**config.mk**
```make
export PLATFORM = sky130hd
export DESIGN_NAME = lock_top
export DESIGN_NICKNAME = d
export VERILOG_FILES = /design/src/verilog/lock_pkg.sv /design/src/verilog/lock_top.sv /design/src/verilog/display_driver.sv /design/src/verilog/alarm_buzzer.sv /design/src/verilog/code_lock.sv /design/src/verilog/keypad_scanner.sv
export SDC_FILE = /design/constraint.sdc
export NUM_CORES = 1
export LEC_CHECK = 0
export BUFFER_PORTS_ARGS = -buffer_cell sky130_fd_sc_hd__buf_2
export CAP_MARGIN = 25
export CORE_ASPECT_RATIO = 1.2
export CORE_MARGIN = 4
export CORE_UTILIZATION = 60
export DETAILED_ROUTE_END_ITERATION = 7
export GPL_TIMING_DRIVEN = 0
export HOLD_SLACK_MARGIN = 0.06
export PLACE_DENSITY = 0.82
export SYNTH_ARGS = -nofsm -noshare
export SYNTH_HDL_FRONTEND = slang
export SYNTH_HIERARCHICAL = 1
export SYNTH_SLANG_ARGS = --single-unit
export TNS_END_PERCENT = 50
```
**constraint.sdc**
```tcl
create_clock -name clk -period 4 [get_ports clk]
set_input_delay 0.4 -clock clk [delete_from_list [all_inputs] [get_ports clk]]
set_output_delay 0.4 -clock clk [all_outputs]
set_load 0.02 [all_outputs]
```
**src/verilog/lock_pkg.sv**
```systemverilog
`default_nettype none

package lock_pkg;

    // key codes, 0..9 are the digits
    localparam int KEY_W = 4;
    localparam logic [KEY_W-1:0] KEY_ENTER  = 4'd10;
    localparam logic [KEY_W-1:0] KEY_CANCEL = 4'd11;
    localparam logic [KEY_W-1:0] KEY_ADMIN  = 4'd12;

    // index is row*4 + col; layout 1 2 3 A / 4 5 6 B / 7 8 9 C / * 0 # D
    localparam logic [15:0][KEY_W-1:0] KEY_MAP = {
        4'd15, KEY_ENTER, 4'd0, KEY_CANCEL,  // row 3: D # 0 *
        4'd14, 4'd9,      4'd8, 4'd7,        // row 2: C 9 8 7
        4'd13, 4'd6,      4'd5, 4'd4,        // row 1: B 6 5 4
        KEY_ADMIN, 4'd3,  4'd2, 4'd1         // row 0: A 3 2 1
    };

    localparam int CODE_DIGITS = 3;
    localparam logic [11:0] SECRET_CODE = {4'd2, 4'd4, 4'd6};  // BCD
    localparam int MAX_TRIES = 6;
    localparam int TRIES_W = 3;

    // defaults for a 50 MHz board clock
    localparam logic [15:0] SCAN_DIV_DEFAULT  = 16'd50000;  // 1 ms per column
    localparam int          DEBOUNCE_SCANS    = 4;
    localparam logic [15:0] TONE_HALF_DEFAULT = 16'd50000;  // 500 Hz tone
    localparam logic [31:0] ALARM_LEN_DEFAULT = 32'd150000000;

    // display symbols, digits 0..9 map to themselves
    localparam int SYM_W = 5;
    localparam logic [SYM_W-1:0] SYM_BLANK = 5'd10;
    localparam logic [SYM_W-1:0] SYM_DASH  = 5'd11;
    localparam logic [SYM_W-1:0] SYM_P     = 5'd12;
    localparam logic [SYM_W-1:0] SYM_A     = 5'd13;
    localparam logic [SYM_W-1:0] SYM_S     = 5'd14;
    localparam logic [SYM_W-1:0] SYM_L     = 5'd15;
    localparam logic [SYM_W-1:0] SYM_O     = 5'd16;
    localparam logic [SYM_W-1:0] SYM_C     = 5'd17;

    // seg[6:0] = {g,f,e,d,c,b,a}, active low
    localparam logic [6:0] SEG_TABLE [0:31] = '{
        0: 7'h40, 1: 7'h79, 2: 7'h24, 3: 7'h30, 4: 7'h19,
        5: 7'h12, 6: 7'h02, 7: 7'h78, 8: 7'h00, 9: 7'h10,
        10: 7'h7F,  // blank
        11: 7'h3F,  // dash
        12: 7'h0C,  // P
        13: 7'h08,  // A
        14: 7'h12,  // S
        15: 7'h47,  // L
        16: 7'h40,  // O
        17: 7'h46,  // C
        default: 7'h7F
    };

endpackage

`default_nettype wire
```
**src/verilog/lock_top.sv**
```systemverilog
`timescale 1ns/100ps
`default_nettype none

module lock_top #(
    parameter logic [15:0] SCAN_DIV  = lock_pkg::SCAN_DIV_DEFAULT,
    parameter logic [15:0] TONE_HALF = lock_pkg::TONE_HALF_DEFAULT,
    parameter logic [31:0] ALARM_LEN = lock_pkg::ALARM_LEN_DEFAULT
) (
    input  logic                         clk,
    input  logic                         reset,
    input  logic [3:0]                   row,
    output logic [3:0]                   col,
    output logic [6:0]                   seg,
    output logic [3:0]                   an,
    output logic                         buzzer,
    output logic                         unlocked,
    output logic                         locked_out,
    output logic [lock_pkg::TRIES_W-1:0] tries
);
    import lock_pkg::*;

    logic             key_req;
    logic             key_ack;
    logic [KEY_W-1:0] key_code;
    logic [11:0]      digits;
    logic [1:0]       digit_count;
    logic             alarm_start;

    keypad_scanner #(.SCAN_DIV(SCAN_DIV)) u_scanner (
        .clk(clk), .reset(reset), .row(row), .col(col),
        .key_req(key_req), .key_code(key_code), .key_ack(key_ack)
    );

    code_lock u_lock (
        .clk(clk), .reset(reset), .key_req(key_req), .key_code(key_code),
        .key_ack(key_ack), .digits(digits), .digit_count(digit_count),
        .unlocked(unlocked), .locked_out(locked_out), .tries(tries),
        .alarm_start(alarm_start)
    );

    alarm_buzzer #(.TONE_HALF(TONE_HALF), .ALARM_LEN(ALARM_LEN)) u_buzzer (
        .clk(clk), .reset(reset), .alarm_start(alarm_start), .buzzer(buzzer)
    );

    display_driver #(.SCAN_DIV(SCAN_DIV)) u_display (
        .clk(clk), .reset(reset), .digits(digits), .digit_count(digit_count),
        .unlocked(unlocked), .locked_out(locked_out), .seg(seg), .an(an)
    );

endmodule

`default_nettype wire

```
**src/verilog/display_driver.sv**
```systemverilog
`timescale 1ns/100ps
`default_nettype none

module display_driver #(
    parameter logic [15:0] SCAN_DIV = lock_pkg::SCAN_DIV_DEFAULT
) (
    input  logic        clk,
    input  logic        reset,
    input  logic [11:0] digits,
    input  logic [1:0]  digit_count,
    input  logic        unlocked,
    input  logic        locked_out,
    output logic [6:0]  seg,
    output logic [3:0]  an
);
    import lock_pkg::*;

    logic [15:0]      div_cnt;
    logic [1:0]       sel;        // place being driven, 3 is leftmost
    logic [SYM_W-1:0] sym [0:3];

    always_comb begin
        if (locked_out) begin
            sym[3] = SYM_L;
            sym[2] = SYM_O;
            sym[1] = SYM_C;
            sym[0] = SYM_BLANK;
        end else if (unlocked) begin
            sym[3] = SYM_P;
            sym[2] = SYM_A;
            sym[1] = SYM_S;
            sym[0] = SYM_S;
        end else begin
            // entry shown right-aligned after a dash
            sym[3] = SYM_DASH;
            sym[2] = (digit_count >= 2'd3) ? {1'b0, digits[11:8]} : SYM_BLANK;
            sym[1] = (digit_count >= 2'd2) ? {1'b0, digits[7:4]}  : SYM_BLANK;
            sym[0] = (digit_count >= 2'd1) ? {1'b0, digits[3:0]}  : SYM_BLANK;
        end
    end

    assign an  = ~(4'b0001 << sel);
    assign seg = SEG_TABLE[sym[sel]];

    always_ff @(posedge clk) begin
        if (reset) begin
            div_cnt <= 16'd0;
            sel     <= 2'd0;
        end else if (div_cnt == SCAN_DIV - 16'd1) begin
            div_cnt <= 16'd0;
            sel     <= sel + 2'd1;  // next anode
        end else begin
            div_cnt <= div_cnt + 16'd1;
        end
    end

endmodule

`default_nettype wire

```
**src/verilog/alarm_buzzer.sv**
```systemverilog
`timescale 1ns/100ps
`default_nettype none

module alarm_buzzer #(
    parameter logic [15:0] TONE_HALF = lock_pkg::TONE_HALF_DEFAULT,
    parameter logic [31:0] ALARM_LEN = lock_pkg::ALARM_LEN_DEFAULT
) (
    input  logic clk,
    input  logic reset,
    input  logic alarm_start,
    output logic buzzer
);
    logic        active;
    logic [31:0] dur_cnt;   // cycles since the last trigger
    logic [15:0] tone_cnt;  // half-period divider

    always_ff @(posedge clk) begin
        if (reset) begin
            active   <= 1'b0;
            dur_cnt  <= 32'd0;
            tone_cnt <= 16'd0;
            buzzer   <= 1'b0;
        end else if (alarm_start) begin
            // a new trigger restarts the duration
            active   <= 1'b1;
            dur_cnt  <= 32'd0;
            tone_cnt <= 16'd0;
            buzzer   <= 1'b1;
        end else if (active) begin
            if (dur_cnt == ALARM_LEN - 32'd1) begin
                active <= 1'b0;
                buzzer <= 1'b0;  // silent when done
            end else begin
                dur_cnt <= dur_cnt + 32'd1;
                if (tone_cnt == TONE_HALF - 16'd1) begin
                    tone_cnt <= 16'd0;
                    buzzer   <= ~buzzer;
                end else begin
                    tone_cnt <= tone_cnt + 16'd1;
                end
            end
        end
    end

endmodule

`default_nettype wire

```
**src/verilog/code_lock.sv**
```systemverilog
`timescale 1ns/100ps
`default_nettype none

module code_lock (
    input  logic                         clk,
    input  logic                         reset,
    input  logic                         key_req,
    input  logic [lock_pkg::KEY_W-1:0]   key_code,
    output logic                         key_ack,
    output logic [11:0]                  digits,
    output logic [1:0]                   digit_count,
    output logic                         unlocked,
    output logic                         locked_out,
    output logic [lock_pkg::TRIES_W-1:0] tries,
    output logic                         alarm_start
);
    import lock_pkg::*;

    logic               key_fire;
    logic               is_digit;
    logic               entry_full;
    logic               code_match;
    logic [TRIES_W-1:0] tries_inc;

    // new request seen, ack rises at this edge
    assign key_fire   = key_req && !key_ack;
    assign is_digit   = (key_code <= KEY_W'(9));
    assign entry_full = (digit_count == 2'(CODE_DIGITS));
    assign code_match = (digits == SECRET_CODE);
    assign tries_inc  = tries + 1'b1;

    always_ff @(posedge clk) begin
        if (reset) begin
            key_ack     <= 1'b0;
            digits      <= 12'd0;
            digit_count <= 2'd0;
            unlocked    <= 1'b0;
            locked_out  <= 1'b0;
            tries       <= '0;
            alarm_start <= 1'b0;
        end else begin
            alarm_start <= 1'b0;  // single-cycle pulse

            // four-phase handshake
            if (key_fire) begin
                key_ack <= 1'b1;
            end else if (!key_req) begin
                key_ack <= 1'b0;
            end

            if (key_fire) begin
                if (key_code == KEY_ADMIN) begin
                    // admin clears everything
                    digits      <= 12'd0;
                    digit_count <= 2'd0;
                    unlocked    <= 1'b0;
                    locked_out  <= 1'b0;
                    tries       <= '0;
                end else if (!locked_out) begin
                    if (is_digit) begin
                        if (!entry_full) begin
                            digits      <= {digits[7:0], key_code};  // newest on the right
                            digit_count <= digit_count + 2'd1;
                        end
                    end else if (key_code == KEY_ENTER) begin
                        if (entry_full) begin
                            if (code_match) begin
                                unlocked <= 1'b1;
                            end else begin
                                digits      <= 12'd0;
                                digit_count <= 2'd0;
                                tries       <= tries_inc;
                                alarm_start <= 1'b1;
                                if (tries_inc == TRIES_W'(MAX_TRIES)) begin
                                    locked_out <= 1'b1;
                                end
                            end
                        end
                    end else if (key_code == KEY_CANCEL) begin
                        digits      <= 12'd0;
                        digit_count <= 2'd0;
                        unlocked    <= 1'b0;
                    end
                    // codes 13..15 do nothing
                end
            end
        end
    end

endmodule

`default_nettype wire

```
**src/verilog/keypad_scanner.sv**
```systemverilog
`timescale 1ns/100ps
`default_nettype none

module keypad_scanner #(
    parameter logic [15:0] SCAN_DIV = lock_pkg::SCAN_DIV_DEFAULT
) (
    input  logic                       clk,
    input  logic                       reset,
    input  logic [3:0]                 row,
    output logic [3:0]                 col,
    output logic                       key_req,
    output logic [lock_pkg::KEY_W-1:0] key_code,
    input  logic                       key_ack
);
    import lock_pkg::*;

    localparam int CNT_W = $clog2(DEBOUNCE_SCANS + 1);
    localparam logic [CNT_W-1:0] STABLE_MAX = CNT_W'(DEBOUNCE_SCANS);

    typedef enum logic [1:0] {S_IDLE, S_REQ, S_RELEASE, S_QUIET} state_t;

    state_t           state;
    logic [15:0]      div_cnt;
    logic [1:0]       col_idx;
    logic [3:0]       row_meta;
    logic [3:0]       row_s;
    logic [15:0]      scan_acc;    // pressed map built column by column
    logic [15:0]      frame;
    logic [15:0]      last_frame;
    logic [CNT_W-1:0] stable_cnt;
    logic [CNT_W-1:0] stable_next;
    logic [3:0]       key_idx;
    logic             step;
    logic             scan_done;
    logic             frame_single;
    logic             frame_stable;

    assign col       = ~(4'b0001 << col_idx);  // one column low
    assign step      = (div_cnt == SCAN_DIV - 16'd1) && (state != S_REQ);
    assign scan_done = step && (col_idx == 2'd3);

    // merge the current column's rows into the map
    always_comb begin
        frame = scan_acc;
        for (int r = 0; r < 4; r++) begin
            frame[r*4 + col_idx] = ~row_s[r];
        end
    end

    assign frame_single = (frame != 16'd0) && ((frame & (frame - 16'd1)) == 16'd0);
    assign stable_next  = (frame != last_frame) ? CNT_W'(1) :
                          (stable_cnt == STABLE_MAX) ? stable_cnt : stable_cnt + 1'b1;
    assign frame_stable = (stable_next == STABLE_MAX);

    always_comb begin
        key_idx = 4'd0;
        for (int i = 0; i < 16; i++) begin
            if (frame[i]) key_idx = 4'(i);  // one-hot, only one hit
        end
    end

    always_ff @(posedge clk) begin
        row_meta <= row;  // rows are asynchronous to clk
        row_s    <= row_meta;
        if (state == S_IDLE && scan_done && frame_stable && frame_single) begin
            key_code <= KEY_MAP[key_idx];
        end
        if (reset) begin
            state      <= S_IDLE;
            div_cnt    <= 16'd0;
            col_idx    <= 2'd0;
            scan_acc   <= 16'd0;
            last_frame <= 16'd0;
            stable_cnt <= '0;
            key_req    <= 1'b0;
        end else begin
            if (state != S_REQ) begin  // scanning pauses while an event is pending
                div_cnt <= (div_cnt == SCAN_DIV - 16'd1) ? 16'd0 : div_cnt + 16'd1;
            end
            if (step) begin
                col_idx  <= col_idx + 2'd1;
                scan_acc <= frame;
            end
            if (scan_done) begin
                last_frame <= frame;
                stable_cnt <= stable_next;
            end
            case (state)
                S_IDLE: begin
                    if (scan_done && frame_stable && frame_single) begin
                        key_req <= 1'b1;
                        state   <= S_REQ;
                    end
                end
                S_REQ: begin
                    if (key_ack) begin
                        key_req <= 1'b0;
                        state   <= S_RELEASE;
                    end
                end
                S_RELEASE: begin
                    if (scan_done && frame == 16'd0) state <= S_QUIET;
                end
                default: begin  // S_QUIET, wait for a clean release
                    if (scan_done) begin
                        if (frame != 16'd0) state <= S_RELEASE;
                        else if (frame_stable && !key_ack) state <= S_IDLE;
                    end
                end
            endcase
        end
    end

endmodule

`default_nettype wire

```
======== Yosys cells after proc, flatten, opt, wreduce, memory -nomap -nowiden ========
Memory sizes are Yosys's and may differ from the RTL's. A register that Yosys moved wholly into a read port is not among the register bits.
Index checks and enable logic that the tools add are counted.
word-level totals
  flip-flop bits (word level) ............. 153
  memory bits (read-only) ................. 288
  logic and storage cells ................. 232
  memories ................................ 2
memory list
  memory            words  width  read ports  clocked after memory_dff  write ports  RTL line              source
  (name not given)  32     7      1           0                         0            display_driver.sv:43  assign seg = SEG_TABLE[sym[sel]];
  (name not given)  16     4      1           1                         0            keypad_scanner.sv:66  key_code <= KEY_MAP[key_idx];
operators by class
  $add $sub $neg .......................... 13
  magnitude comparators ................... 14
  eq/ne operators ......................... 29
  shift-type cells ........................ 2
  mux-type cells .......................... 97
  bitwise operators ....................... 14
  reduce and logical (&&, ||, !) cells .... 39
operators with widths
  kind                                                                            number
  32-bit by 1-bit >= comparator with 1-bit output (second input constant)         3
  32-bit by 5-bit less-than comparator with 1-bit output (second input constant)  3
  12-bit 2-to-1 mux                                                               8
  16-bit bitwise mux                                                              4
  16-bit by 1-bit adder with 16-bit output (second input constant)                3
  16-bit == test (second input constant)                                          3
  4-bit 2-to-1 mux                                                                11
  20-bit 2-to-1 mux                                                               2
  3-bit 2-to-1 mux                                                                12
  32-bit by 1-bit adder with 32-bit output (second input constant)                1
  32-bit by 28-bit == test with 1-bit output (second input constant)              1
  16-bit zero test                                                                2
  16-bit 2-to-1 mux                                                               2
  2-bit 2-to-1 mux                                                                16
  1-bit 2-to-1 mux                                                                31
  6-bit AND reduction                                                             3
  16-bit AND                                                                      1
  16-bit inequality test                                                          1
  16-bit nonzero test                                                             1
  16-bit by 1-bit subtractor with 16-bit output (second input constant)           1
  1-bit logical AND                                                               15
  7-bit 2-to-1 mux                                                                2
  1-bit demux with 4-bit select                                                   3
  12-bit by 10-bit == test with 1-bit output (second input constant)              1
  41 further kinds                                                                78

======== Depth between registers and ports, before layout ========
Gate-level depths: netlist of run 1.
  word-level depth ........................ 23
  depth in mapped cells ................... 16
  mapped depth without buffers ............ 14

======== Cells and area by module ========
The synthesis of run 1 kept the hierarchy.
modules (own cells, without submodules)
  module          times used  cells an instance  area each (sq um)  seq. area each (sq um)
  keypad_scanner  1           455                3743.6             1401.3
  alarm_buzzer    1           319                2675.1             1001.0
  display_driver  1           174                1390.1             360.3
  code_lock       1           117                1164.9             420.4

======== Least setup slack after synthesis of run 1 ========
No wires, ideal clock.
  path kind ............................... register to register
  from .................................... register u_scanner.col_idx[0]
  to ...................................... register u_scanner/key_code[1] (netlist name) (data pin)
  arrival time ............................ 2855 ps
  data required time ...................... 3735 ps
  setup slack ............................. 880 ps
  stages on the path, launching flop included .. 15
  cell sequence ........................... dfxtp_1 inv_1 ha_1 buf_2 buf_2 a21oi_1 o221ai_1 a21oi_1 o21ai_0 a221oi_1 o31ai_1 ha_1 mux2_2 nor2_1 o22ai_1
on the way
  cells in the longest elaborated chain, start to end .. 23
  elaborated cells on any way between the ends .. 55
ends and longest elaborated chain
  item                                                                                                 RTL line              source
  start, declared                                                                                      keypad_scanner.sv:24  logic [1:0] col_idx;
  start signal, assigned                                                                               keypad_scanner.sv:81  col_idx <= col_idx + 2'd1;
  3-bit by 2-bit adder with 4-bit output, or another cell as far along                                 keypad_scanner.sv:46  frame[r*4 + col_idx] = ~row_s[r];
  32-bit by 1-bit >= comparator with 1-bit output (not written as such), or another cell as far along  keypad_scanner.sv:46
  1-bit logical AND (not written as such) / 1-bit 2-to-1 mux (equally long branches)                   keypad_scanner.sv:46
  1-bit 2-to-1 mux (not written as such) / 1-bit demux with 2-bit select (equally long branches)       n/a
  1-bit demux with 4-bit select / 16-bit bitwise mux (equally long branches)                           n/a
  16-bit bitwise mux (3 in a row)                                                                      keypad_scanner.sv:46
  1-bit 2-to-1 mux                                                                                     keypad_scanner.sv:58  if (frame[i]) key_idx = 4'(i);
  2-bit 2-to-1 mux (2 in a row)                                                                        keypad_scanner.sv:58
  3-bit 2-to-1 mux (4 in a row)                                                                        keypad_scanner.sv:58
  4-bit 2-to-1 mux (8 in a row)                                                                        keypad_scanner.sv:58
  end, declared                                                                                        keypad_scanner.sv:12  output logic [lock_pkg::KEY_W-1:0] key_code,
Several ways; a longest one is shown, not always the timed one.
A chain may end at the register's enable or synchronous reset.

======== Worst setup path after layout of run 1 ========
Same ends and word-level chain as after synthesis.

==> results.md, run 1 <==
- The worst supply voltage drop on vdd is 343 uV.
- Excluding fillers, the count of instances in the completed layout stands at 1322.
- Headroom to the max-slew limit came out at 29.5%.
- The half-perimeter wire length after placement is 14700 um.
- The post-CTS setup-driven buffer insertion count is 0.
- The number of buffers added to fix hold violations after cts is 0.
- The clock group share of total power is 51.3%.
- The clock net in this run drives a total of 157 sinks.
- The final setup slack of the worst path is 359 ps.
- Across all register-to-register paths, the minimum setup slack is 360 ps.
- From bottom edge to top edge, the die measures 142 um.
- The number of detailed-route iterations in the first pass is 6.
- The global-route congestion overflow total is 0.
- The met3 wire length is 1130 um.
- The root buffer cell chosen for the clock tree is sky130_fd_sc_hd__clkbuf_16.
- For this run, the post-layout net count is 1148.
- The area growth from synthesis to layout is 11.6%.
- The signal on the critical path passes through inv_1 > ha_1 > buf_2 > buf_2 > nor2_1 > a21oi_2 > o221ai_1 > a21oi_1 > o21ai_0 > a221oi_1 > o31ai_1 > ha_1 > mux2_2 > nor2_1 > o22ai_1.
- The die covers 17000 um2.
- The deepest clock path buffer count is 2.
- Of all nets on the critical path, the largest fanout is 10.
- The detailed router's first-iteration violation count is 659.
- The biggest area consumer among synthesized cells is sky130_fd_sc_hd__dfxtp_1.
- In the final layout, the share of cells above drive strength 1 is 11.3%.
- The flip-flop and latch count after synthesis is 157.
- Measured in cells, the most critical reg-to-reg path has a length of 15.
- The critical hold path startpoint is row[2].
- The worst-skew pair later-pin latency is 420 ps.
- The number of global-route vias before repair is 7532.
- The via count is 8073.
- After floorplanning, the core was sized to cover 14500 um2.
- The overall global routing resource usage is 24.9%.
- The endpoint identified for the worst register-to-register timing path is u_scanner/key_code[1].
- The worst hold path belongs to the class in2reg.
- The CTS tree is done.
- The internal power of the cells totals 2760 uW.
- The highest metal layer with signal wires is met5.
- The leakage power summed over all cells is 0.00345 uW.
- The sequential group share of total power is 46.0%.
- In the detailed route, the total length drawn on met2 is 10000 um.
- The transition time at the pin with the least slew margin is 1050 ps.
- In this run the horizontal extent of the chip is 120 um.
- In this run the critical register-to-register path is launched from u_scanner/col_idx[0].
- Counting flops with an async set or reset pin after synthesis yields a share of 0%.
- The total count of max-transition violations in the final report is 0.
- Derived from the worst setup path, the maximum achievable clock frequency is 275 MHz.
- The I/O pin count is 27.
- The total nets after synthesis is 1103.
- Buffers inserted during clock tree synthesis total 17.
- After detailed routing, the wire length on met1 is 8980 um.
- The total buffers and inverters traversed by the critical path is 3.
- The cell type group with the largest total delay on the critical path is compound AO/OA/AOI/OAI gates.
- The biggest cell delay along the critical path is 540 ps.
- The destination of the worst hold path is u_scanner/row_meta[2].
- In this run the power spent charging and discharging nets is 701 uW.
- The effective utilization at floorplan is 61.7%.
- The via count normalized by instance count is 6.11.
- The maximum level of the CTS H-tree is 4.
- The arrival time reported for the critical path endpoint is 3800 ps.
- The count of distinct cell types in the synthesized netlist is 97.
- The largest individual stage delay along the critical path comes from the cell sky130_fd_sc_hd__a221oi_1.
- The number of enable flip-flop cells after synthesis is 4.
- The total wirelength of the detailed-routed design is 21000 um.
- The areal power density over the cells is 345 nW/um2.
- The type of element launching the critical path is a flip-flop.
- The final weighted congestion in routability-driven placement is 0.979.
- The run finished with clean final reports.
- Among all flip-flop cells after synthesis, the most frequent one is sky130_fd_sc_hd__dfxtp_1.
- The cell area that synthesis handed to floorplanning was 8970 um2.
- Each instance of the synthesized netlist takes up on average 8.43 um2.
- Port buffering added 26 buffers.
- The combinational group share of total power is 2.7%.
- On the final layout, the worst hold slack is 75.4 ps.
- Setup repair after global routing left no endpoint under its margin.
- 0 antenna diodes ended up in the layout.
- The net switching share of the total power is 20.3%.
- The total negative setup slack is 0 ps.
- The number of placed instances, taps included, is 1291.
- The post-route clock skew is 9.69 ps.
- The tool flagged a number of max-cap violations equal to 0.
- OpenSTA, run right after detailed placement, puts the worst setup slack at 286 ps.
- The total DRC errors in the routed layout is 0.
- The cell row count is 48.
- The sequential share of the synthesized area is 35.5%.
- The routed length per placed instance is 15.8 um.
- The startpoint-to-endpoint class of the critical path is reg2reg.
- By area the synthesized netlist is led by sky130_fd_sc_hd__dfxtp_1 34%, sky130_fd_sc_hd__nor2_1 4.8%, sky130_fd_sc_hd__ha_1 4.5%.
- The portion of synthesized cell area occupied by the leading cell type is 34.1%.
- STA puts the critical path data required time at 4160 ps.
- The final number of hold-violating endpoints is 0.
- The number of nets still failing antenna checks after routing is 0.
- The yosys synthesis warning count is 6.
- The synthesized instance count is 1065.
- The final critical delay including setup and external delays is 3640 ps.
- The final cycle utilization of the critical path is 91.0%.
- The endpoint type of the worst setup path is a flip-flop.
- The first-pass GRT wire length is 35400 um.
- Setup violations remaining at the end of the flow were counted as 0.
- The initial antenna violation count is 1.
- The number of cells on the worst hold path is 1.
- The maximum number of pins on one net before global-route repair is 20.
- The clock-pin slew on the worst setup and hold paths is 60 ps.
## through the flow
stage          instance area (um2)  power [uW]  utilization [%]
2_1_floorplan                 8970        1690                -
3_5_place_dp                  9350        1720             64.4
3_3_place_gp                  9350        1720             64.4
5_1_grt                      10000        3560             68.9
4_1_cts                      10000        3480             68.9
6_report                     10000        3460             68.9
## flip-flops by register name, summed over array words and instances, names as in the netlist, 2 cells and up
register              cells
u_buzzer/dur_cnt         32
u_buzzer/tone_cnt        16
u_display/div_cnt        16
u_scanner/div_cnt        16
u_scanner/last_frame     16
u_scanner/scan_acc       16
u_lock/digits            12
u_scanner/key_code        4
u_scanner/row_meta        4
u_scanner/row_s           4
u_lock/tries              3
u_scanner/stable_cnt      3
u_display/sel             2
u_lock/digit_count        2
u_scanner/col_idx         2
u_scanner/state           2
## cell usage after synthesis (all sizes together) (6+ instances only)
master	n
and4	8
dfxtp	153
clkbuf	29
nand4	26
inv	61
nand3	40
buf	25
o21a	10
nand2	81
o211ai	17
and2	14
nor2b	7
a31oi	9
and3	12
o31ai	8
o41ai	7
or2	6
nor3	28
mux2i	17
or4	11
ha	32
o311ai	7
xor2	23
xnor2	44
a21oi	55
o32ai	10
o21ai	48
or4b	7
nand2b	23
nor4	27
or3	17
nor2	115
## per-layer routing
metal	vias up	global-route usage, %
li1	3955	-
met1	3731	30.6
met2	308	42.0
met3	77	4.45
met4	2	12.7
met5	-	0
## cell families (layout without fill, tap and decap cells)
| group | count (synthesis) | in the layout | share of synthesized area (%) |
|---|---|---|---|
| multiplexers | 19 | 19 | 2.15 |
| XOR/XNOR | 67 | 67 | 6.54 |
| AO/OA/AOI/OAI | 225 | 225 | 18.0 |
| buffers and inverters | 115 | 172 | 5.67 |
| flip-flops | 157 | 157 | 35.5 |
| AND/OR/NAND/NOR | 450 | 450 | 27.7 |
| adder cells (fa/ha/maj) | 32 | 32 | 4.46 |
## how the worst max path moves through the flow
stage | startpoint | end | slack (ps) | cells past startpoint
2_1_floorplan | u_scanner/col_idx[0] | u_scanner/key_code[1] | 880 | 14
3_3_place_gp | u_scanner/col_idx[0] | u_scanner/key_code[1] | 310 | 15
3_5_place_dp | u_scanner/col_idx[0] | u_scanner/key_code[1] | 290 | 15
4_1_cts | u_scanner/col_idx[0] | u_scanner/key_code[1] | 230 | 15
5_1_grt | u_scanner/col_idx[0] | u_scanner/key_code[0] | 140 | 10
6_report | u_scanner/col_idx[0] | u_scanner/key_code[1] | 360 | 15
## repair_timing
item / CTS / global route
gates resized for setup: 0 / 1
setup endpoints to repair: 0 / 1
hold endpoints to repair: 0 / 0
## power by group through the flow
stage,registers (uW),logic (uW),clock network (uW)
floorplan,1620,64.9,0
global placement,1620,91.6,0
detailed placement,1620,92.5,0
CTS,1590,93.3,1800
global route,1590,105,1860
finish,1590,94.4,1770
## cells in the final DEF, fill, tap and decap left out, types with 7 or more instances in the layout
cell type	Yosys	routed
sky130_fd_sc_hd__and4_1	8	8
sky130_fd_sc_hd__nand2b_1	23	23
sky130_fd_sc_hd__o21ai_0	38	38
sky130_fd_sc_hd__nor4_1	23	23
sky130_fd_sc_hd__o211ai_1	17	17
sky130_fd_sc_hd__and3_1	12	12
sky130_fd_sc_hd__xor2_1	23	23
sky130_fd_sc_hd__nand2_1	81	81
sky130_fd_sc_hd__buf_2	12	38
sky130_fd_sc_hd__or3_1	16	16
sky130_fd_sc_hd__o21a_1	10	10
sky130_fd_sc_hd__inv_1	59	59
sky130_fd_sc_hd__o31ai_1	7	7
sky130_fd_sc_hd__and2_1	14	14
sky130_fd_sc_hd__mux2i_1	17	17
sky130_fd_sc_hd__or4_1	11	11
sky130_fd_sc_hd__a21oi_1	55	54
sky130_fd_sc_hd__nor3_1	26	26
sky130_fd_sc_hd__xnor2_1	44	44
sky130_fd_sc_hd__dfxtp_1	153	153
sky130_fd_sc_hd__nor2_1	115	115
sky130_fd_sc_hd__nor2b_1	7	7
sky130_fd_sc_hd__nand3_1	37	37
sky130_fd_sc_hd__clkbuf_16	0	18
sky130_fd_sc_hd__nand4_1	26	26
sky130_fd_sc_hd__a31oi_1	8	8
sky130_fd_sc_hd__o41ai_1	7	7
sky130_fd_sc_hd__o21ai_1	10	10
sky130_fd_sc_hd__ha_1	32	32
sky130_fd_sc_hd__clkbuf_1	27	27
## cell type report
class	instances	area [um2]
clock inverter	9	155
sequential	157	3180
tap	200	250
multi-input combinational	793	5290
buffer	54	280
inverter	61	229
fill	1181	4520
timing repair buffer	26	130
clock buffer	22	505
(Power assumes the default switching activity.)
==> run 2, diff against run 1 <==
--- a/config.mk
+++ b/config.mk
@@ -8,7 +8,7 @@
 export BUFFER_PORTS_ARGS = -buffer_cell sky130_fd_sc_hd__buf_2
 export CAP_MARGIN = 25
 export CORE_ASPECT_RATIO = 1.2
-export CORE_MARGIN = 4
+export CORE_MARGIN = 10
 export CORE_UTILIZATION = 60
 export DETAILED_ROUTE_END_ITERATION = 7
 export GPL_TIMING_DRIVEN = 0
==> run 2 against run 1 <==
  * Via count is 0.40% lower
  * Design area decreased by 0.57%
  * Sequential share of layout area up 0.18 points
  * Register-to-register slack hardly changed
  * Final cell count up 0.15%
  * Combinational power rose by 3.4%
  * Clock power down 10%
  * Clock skew decreased by 3.0 ps
  * Power is 5.2% lower
  * Critical endpoint unchanged
  * Largest power group is now sequential cells
==> results.md, run 2 (synthesis results as in run 1) <==
- The worst slew margin relative to its limit is 31.9% (+2.4 points).
- Clock tree synthesis selected as its root buffer the cell sky130_fd_sc_hd__clkbuf_16.
- The cell row count is 48 (unchanged).
- STA classifies the critical path endpoint as a flip-flop.
- The standard cell core area is 14500 um2 (unchanged).
- The half-perimeter wire length after placement came to 15100 um (+2.5%).
- The area growth from synthesis to layout is 11.0%.
- The number of inserted filler cells in the final layout is 1157 (-2.0%).
- The via count normalized by instance count is 6.07 (-0.55%).
- The worst-skew pair later-pin latency came to 420 ps (about the same).
- The met2 wire length came to 10500 um (+5.0%).
- The maximum level of the CTS H-tree is 4 (unchanged).
- The data required time at the worst endpoint came to 4170 ps (about the same).
- The effective utilization at floorplan came to 61.7% (unchanged).
- The leakage power summed over all cells is 0.00341 uW (-1.0%).
- TritonCTS built the clock tree.
- The worst setup path is of the reg2reg kind.
- The fmax was 275 MHz (+0.24%).
- The clock-pin slew on the worst setup and hold paths was 60 ps (about the same).
- The total DRC errors in the routed layout is 0 (unchanged).
- The biggest cell delay along the critical path came to 520 ps (-20 ps).
- The routed length per placed instance came to 16.2 um (+2.0%).
- The number of input and output port buffers inserted is 26 (unchanged).
- The post-CTS setup-driven buffer insertion count is 0 (unchanged).
- The post-route core utilization is 68.5% (-0.40 points).
- Setup repair after global routing left no endpoint under its margin.
- The post-route clock skew is 6.68 ps (-3.01 ps).
- The total buffers and inverters traversed by the critical path came to 3 (unchanged).
- The highest metal layer with signal wires is met4.
- The deepest clock path buffer count is 2 (unchanged).
- The worst supply voltage drop on vdd came to 266 uV (-23%).
- The global-route congestion overflow total is 0 (unchanged).
- The detailed router's first-iteration violation count came to 615 (-6.7%).
- The die area is 20300 um2 (+19%).
- The number of nets still failing antenna checks after routing is 0 (unchanged).
- The leading cell type in the layout, fill and taps excluded is sky130_fd_sc_hd__dfxtp_1.
- The highest fanout seen on the critical path is 10 (unchanged).
- The total clock sinks is 157 (unchanged).
- The via count was 8041 (-0.40%).
- The tightest min-delay check is of the in2reg type.
- The number of detailed-route iterations in the first pass came to 7 (+1).
- The total negative setup slack is 0 ps (unchanged).
- The total number of nets in the final design is 1149 (+0.087%).
- The horizontal die dimension is 132 um (+10%).
- The final weighted congestion in routability-driven placement is 0.956 (-2.4%).
- The I/O pin count is 27 (unchanged).
- The count of maximum capacitance violations is 0 (unchanged).
- The number of global-route vias before repair is 7607 (+1.0%).
- The maximum number of pins on one net before global-route repair is 20 (unchanged).
- The final cycle utilization of the critical path is 90.8% (-0.22 points).
- The register bank with the most flops is u_buzzer/dur_cnt.
- The antenna diode instance count is 0 (unchanged).
- The wire length on met1 is 9240 um (+2.8%).
- In this design, the largest share of critical-path delay is due to compound AO/OA/AOI/OAI gates.
- The fraction of layout cells with a size suffix above 1 is 11.2% (-0.11 points).
- The height of the chip is 154 um (+8.5%).
- The first-pass GRT wire length is 35500 um (+0.23%).
- The met3 wire length came to 1080 um (-4.5%).
- The total count of max-transition violations in the final report is 0 (unchanged).
- The total clock buffers created by CTS is 17 (unchanged).
- The final number of hold-violating endpoints is 0 (unchanged).
- The number of flip-flops under the largest register name came to 32 (unchanged).
- The areal power density over the cells is 329 nW/um2 (-4.6%).
- The final-report setup violation count is 0 (unchanged).
- The type of element launching the critical path is a flip-flop.
- The flow ran to the end, and the final reports show no timing, DRC or antenna violations.
- The total wirelength of the detailed-routed design is 21400 um (+2.2%).
- The arrival time reported for the critical path endpoint is 3800 ps (about the same).
- The library cells used most frequently in the layout, excluding fill and tap cells, are 153 x sky130_fd_sc_hd__dfxtp_1, 115 x sky130_fd_sc_hd__nor2_1, 81 x sky130_fd_sc_hd__nand2_1.
- The transition time at the pin with the least slew margin is 1010 ps (-35.6 ps).
- The overall global routing resource usage was 20.3% (-4.5 points).
- The critical path goes through inv_1 > ha_1 > buf_2 > buf_2 > nor2_1 > a21oi_2 > o221ai_1 > a21oi_1 > o21ai_0 > a221oi_1 > o31ai_1 > ha_1 > mux2_2 > nor2_1 > o22ai_1.
- The highest-delay cell along the critical path is sky130_fd_sc_hd__a221oi_1.
- The final critical delay including setup and external delays is 3630 ps (-8.78 ps).
- The initial antenna violation count is 0 (-1).
[run 2: final cells by class]
class / instances / area (um2) / share of cell area, %
Inverter: 61 / 229 / 2.30
Clock inverter: 8 / 80.1 / 0.804
Timing Repair Buffer: 27 / 140 / 1.41
Sequential cell: 157 / 3180 / 32.0
Buffer: 54 / 280 / 2.81
Multi-Input combinational cell: 793 / 5290 / 53.1
Tap cell: 200 / 250 / 2.51
Clock buffer: 24 / 513 / 5.15
[run 2: worst paths after layout]
path                                              end  slack [ps]                   from  depth (start not counted)
worst max-delay path            u_scanner/key_code[1]         370   u_scanner/col_idx[0]                         15
worst min-delay path            u_scanner/row_meta[3]          80                 row[3]                          1
worst max register to register  u_scanner/key_code[1]         370   u_scanner/col_idx[0]                         15
worst min register to register     u_scanner/row_s[1]         320  u_scanner/row_meta[1]                          0
[run 2: what timing repair did]
action | 4_1_cts | 5_1_grt
setup endpoints to repair | 0 | 1
hold endpoints to repair | 1 | 0
hold buffers | 1 | 0
gates resized for setup | 0 | 1
[run 2: report_power, final]
group	total, uW	switching (uW)	internal (uW)
sequential	1590	9.48	1580
combinational	97.6	66.4	31.2
clock	1590	630	959
total	3280	706	2570
[run 2: metal layers]
metal,track usage (%),vias up
met2,35.2,268
li1,-,3946
met3,4.20,58
met1,23.8,3769
met4,8.65,0
met5,0,-
[run 2: through the flow]
step	hold WS (ps)	power, uW	area, um2	cells	worst slack, ps
after global routing	64.4	3380	9960	1324	149
after detailed placement	313	1720	9350	1291	276
after CTS	60.2	3310	9960	1324	268
final	79.1	3280	9960	1324	368
after floorplan	310	1690	8970	1065	880
after global placement	310	1720	9350	1291	294
==> run 3, diff against run 2 <==
--- a/config.mk
+++ b/config.mk
@@ -11,7 +11,6 @@
 export CORE_MARGIN = 10
 export CORE_UTILIZATION = 60
 export DETAILED_ROUTE_END_ITERATION = 7
-export GPL_TIMING_DRIVEN = 0
 export HOLD_SLACK_MARGIN = 0.06
 export PLACE_DENSITY = 0.82
 export SYNTH_ARGS = -nofsm -noshare
==> constraint.sdc (replaced) <==
create_clock -name clk -period 3.6 [get_ports clk]
set_input_delay 0.36 -clock clk [delete_from_list [all_inputs] [get_ports clk]]
set_output_delay 0.36 -clock clk [all_outputs]
set_load 0.02 [all_outputs]
==> run 3 against run 2 <==
  * Setup slack worse by 72 ps
  * Clock power rose by 12%
  * Critical endpoint unchanged
  * Combinational power about the same
  * Design area is 1.2% lower
  * Final cell count shrank 2.6%
  * Core utilization decreased by 0.82 points
  * Via count shrank 3.0%
==> results.md, run 3 (synthesis results as in run 1) <==
- The worst slew margin relative to its limit is 31.9% (-0.037 points).
- The highest-delay cell along the critical path is sky130_fd_sc_hd__ha_1.
- The number of detailed-route iterations in the first pass was 7 (unchanged).
- The total wirelength of the detailed-routed design came to 20300 um (-5.2%).
- The clock-pin slew on the worst setup and hold paths is 60 ps (about the same).
- The horizontal die dimension was 132 um (unchanged).
- The cell row count came to 48 (unchanged).
- Setup repair after global routing left no endpoint under its margin.
- The via count is 7797 (-3.0%).
- The internal cell power is 2870 uW (+12%).
- The total clock sinks was 157 (unchanged).
- The leakage power summed over all cells is 0.00336 uW (-1.5%).
- The run finished with clean final reports.
- The register with the most flip-flops in the final layout is u_buzzer/dur_cnt.
- The total clock buffers created by CTS is 17 (unchanged).
- The path class of the lowest-slack min-delay path is reg2reg.
- The highest fanout seen on the critical path is 14 (+4).
- The biggest cell delay along the critical path came to 420 ps (-100 ps).
- The final-report setup violation count was 0 (unchanged).
- The sequential group share of total power is 48.5% (about the same).
- The deepest clock path buffer count came to 2 (unchanged).
- STA classifies the critical path startpoint as a flip-flop.
- The maximum number of pins on one net before global-route repair is 44 (+120%).
- The area growth from synthesis to layout is 9.68%.
- The overall global routing resource usage was 19.7% (-0.65 points).
- The routed length per placed instance is 15.7 um (-2.7%).
- The transition time at the pin with the least slew margin is 1020 ps (+3.08 ps).
- The worst-skew pair later-pin latency came to 430 ps (about the same).
- The startpoint-to-endpoint class of the critical path is reg2reg.
- The number of global-route vias before repair is 7329 (-3.7%).
- The number of flip-flops under the largest register name is 32 (unchanged).
- The net switching share of the total power is 21.4% (-0.15 points).
- The total count of max-transition violations in the final report is 0 (unchanged).
- The worst hold slack is 322 ps (+243 ps).
- The via count normalized by instance count came to 6.05 (-0.40%).
- The standard cell core area is 14500 um2 (unchanged).
- The arrival time reported for the critical path endpoint is 3470 ps (-330 ps).
- The fraction of layout cells with a size suffix above 1 is 10.9% (-0.28 points).
- The fmax is 303 MHz (+9.9%).
- The maximum level of the CTS H-tree is 4 (unchanged).
- The die area came to 20300 um2 (unchanged).
- The leading cell type in the layout, fill and taps excluded is sky130_fd_sc_hd__dfxtp_1.
- The first-pass GRT wire length was 34300 um (-3.4%).
- The half-perimeter wire length after placement is 14000 um (-7.1%).
- The data required time at the worst endpoint is 3770 ps (-400 ps).
- The height of the chip is 154 um (unchanged).
- The final number of hold-violating endpoints is 0 (unchanged).
- The signal on the critical path passes through inv_1 > ha_1 > inv_2 > o21ai_0 > a21oi_1 > o21ai_0 > a221oi_1 > o31ai_1 > ha_1 > mux2_2 > nor2_1 > o22ai_1.
- The worst supply voltage drop on vdd was 318 uV (+20%).
- The final cycle utilization of the critical path is 91.8% (+0.98 points).
- The initial antenna violation count came to 0 (unchanged).
- The global-route congestion overflow total came to 0 (unchanged).
- The total DRC errors in the routed layout is 0 (unchanged).
- The combinational group share of total power is 2.7% (-0.3 points).
- The tree is rooted in a sky130_fd_sc_hd__clkbuf_16.
- The clock group share of total power is 48.7% (+0.2 points).
- The final critical delay including setup and external delays is 3300 ps (-328 ps).
- The post-CTS setup-driven buffer insertion count is 0 (unchanged).
- The count of maximum capacitance violations is 0 (unchanged).
- The number of nets still failing antenna checks after routing came to 0 (unchanged).
- The switching power is 781 uW (+11%).
- The CTS tree is done.
- The areal power density over the cells is 371 nW/um2 (+13%).
- The detailed router's first-iteration violation count was 569 (-7.5%).
- The number of input and output port buffers inserted is 26 (unchanged).
- The total number of nets in the final design is 1114 (-3.0%).
- The total negative setup slack is 0 ps (unchanged).
- The post-route clock skew is 5.54 ps (-1.13 ps).
- In the layout the commonest cells are 152 x sky130_fd_sc_hd__dfxtp_1, 115 x sky130_fd_sc_hd__nor2_1, 81 x sky130_fd_sc_hd__nand2_1.
- The endpoint type of the worst setup path is a flip-flop.
- The I/O pin count was 27 (unchanged).
- The effective utilization at floorplan is 61.7% (unchanged).
- The final weighted congestion in routability-driven placement is 0.967 (+1.2%).
- The antenna diode instance count is 0 (unchanged).
## run 3: power by group through the flow
stage / clock network (uW) / logic (uW) / registers, uW
after global placement: 0 / 93.5 / 1810
final: 1780 / 100 / 1770
after floorplan: 0 / 72.1 / 1800
after global routing: 1880 / 111 / 1770
after detailed placement: 0 / 95.0 / 1810
after CTS: 1810 / 100 / 1770
## run 3: layout make-up
cell class,instances,area (um2)
clock buffer,22,475
clock inverter,10,110
fill,1202,4690
inverter,61,229
multi-input combinational,793,5290
sequential,157,3180
tap,200,250
timing repair buffer,46,303
## run 3: final timing paths
path,start,endpoint,slack [ps],depth (start not counted)
worst max-delay path,u_scanner/col_idx[1],u_scanner/key_code[1],300,12
worst min-delay path,u_scanner/row_meta[0],u_scanner/row_s[0],320,0
worst max register to register,u_scanner/col_idx[1],u_scanner/key_code[1],300,12
worst min register to register,u_scanner/row_meta[0],u_scanner/row_s[0],320,0
## run 3: critical path, delay by kind of cell (launching register included)
| kind | cells | cell delay, ps |
|---|---|---|
| flops | 1 | 330 |
| mux | 1 | 290 |
| compound gates | 6 | 1350 |
| simple gates | 1 | 100 |
| fa+ha+maj | 2 | 760 |
| buf+inv | 2 | 210 |
## run 3: per-stage QoR
step | utilization [%] | instances | setup slack [ps] | power [uW] | area [um2]
after CTS | 67.6 | 1289 | 99.5 | 3680 | 9830
after floorplan | - | 1065 | 480 | 1880 | 8970
after detailed placement | 63.3 | 1253 | 296 | 1900 | 9210
after global routing | 67.7 | 1289 | 82.2 | 3770 | 9840
after global placement | 63.3 | 1253 | 439 | 1900 | 9210
final | 67.7 | 1289 | 296 | 3650 | 9840
## run 3: metal layers
metal  track usage (%)  wire, um  up-vias
met5                 0         0        -
met4              6.63       384        0
met3              4.69       950       35
met2              35.6     10400      192
met1              22.1      8590     3697
li1                  -         -     3873
## run 3: repair_timing
item                                    in CTS  in global routing
resized for setup                            0                  3
endpoints found under the setup margin       0                  3
hold endpoints to repair                     4                  0
hold buffers                                 4                  0
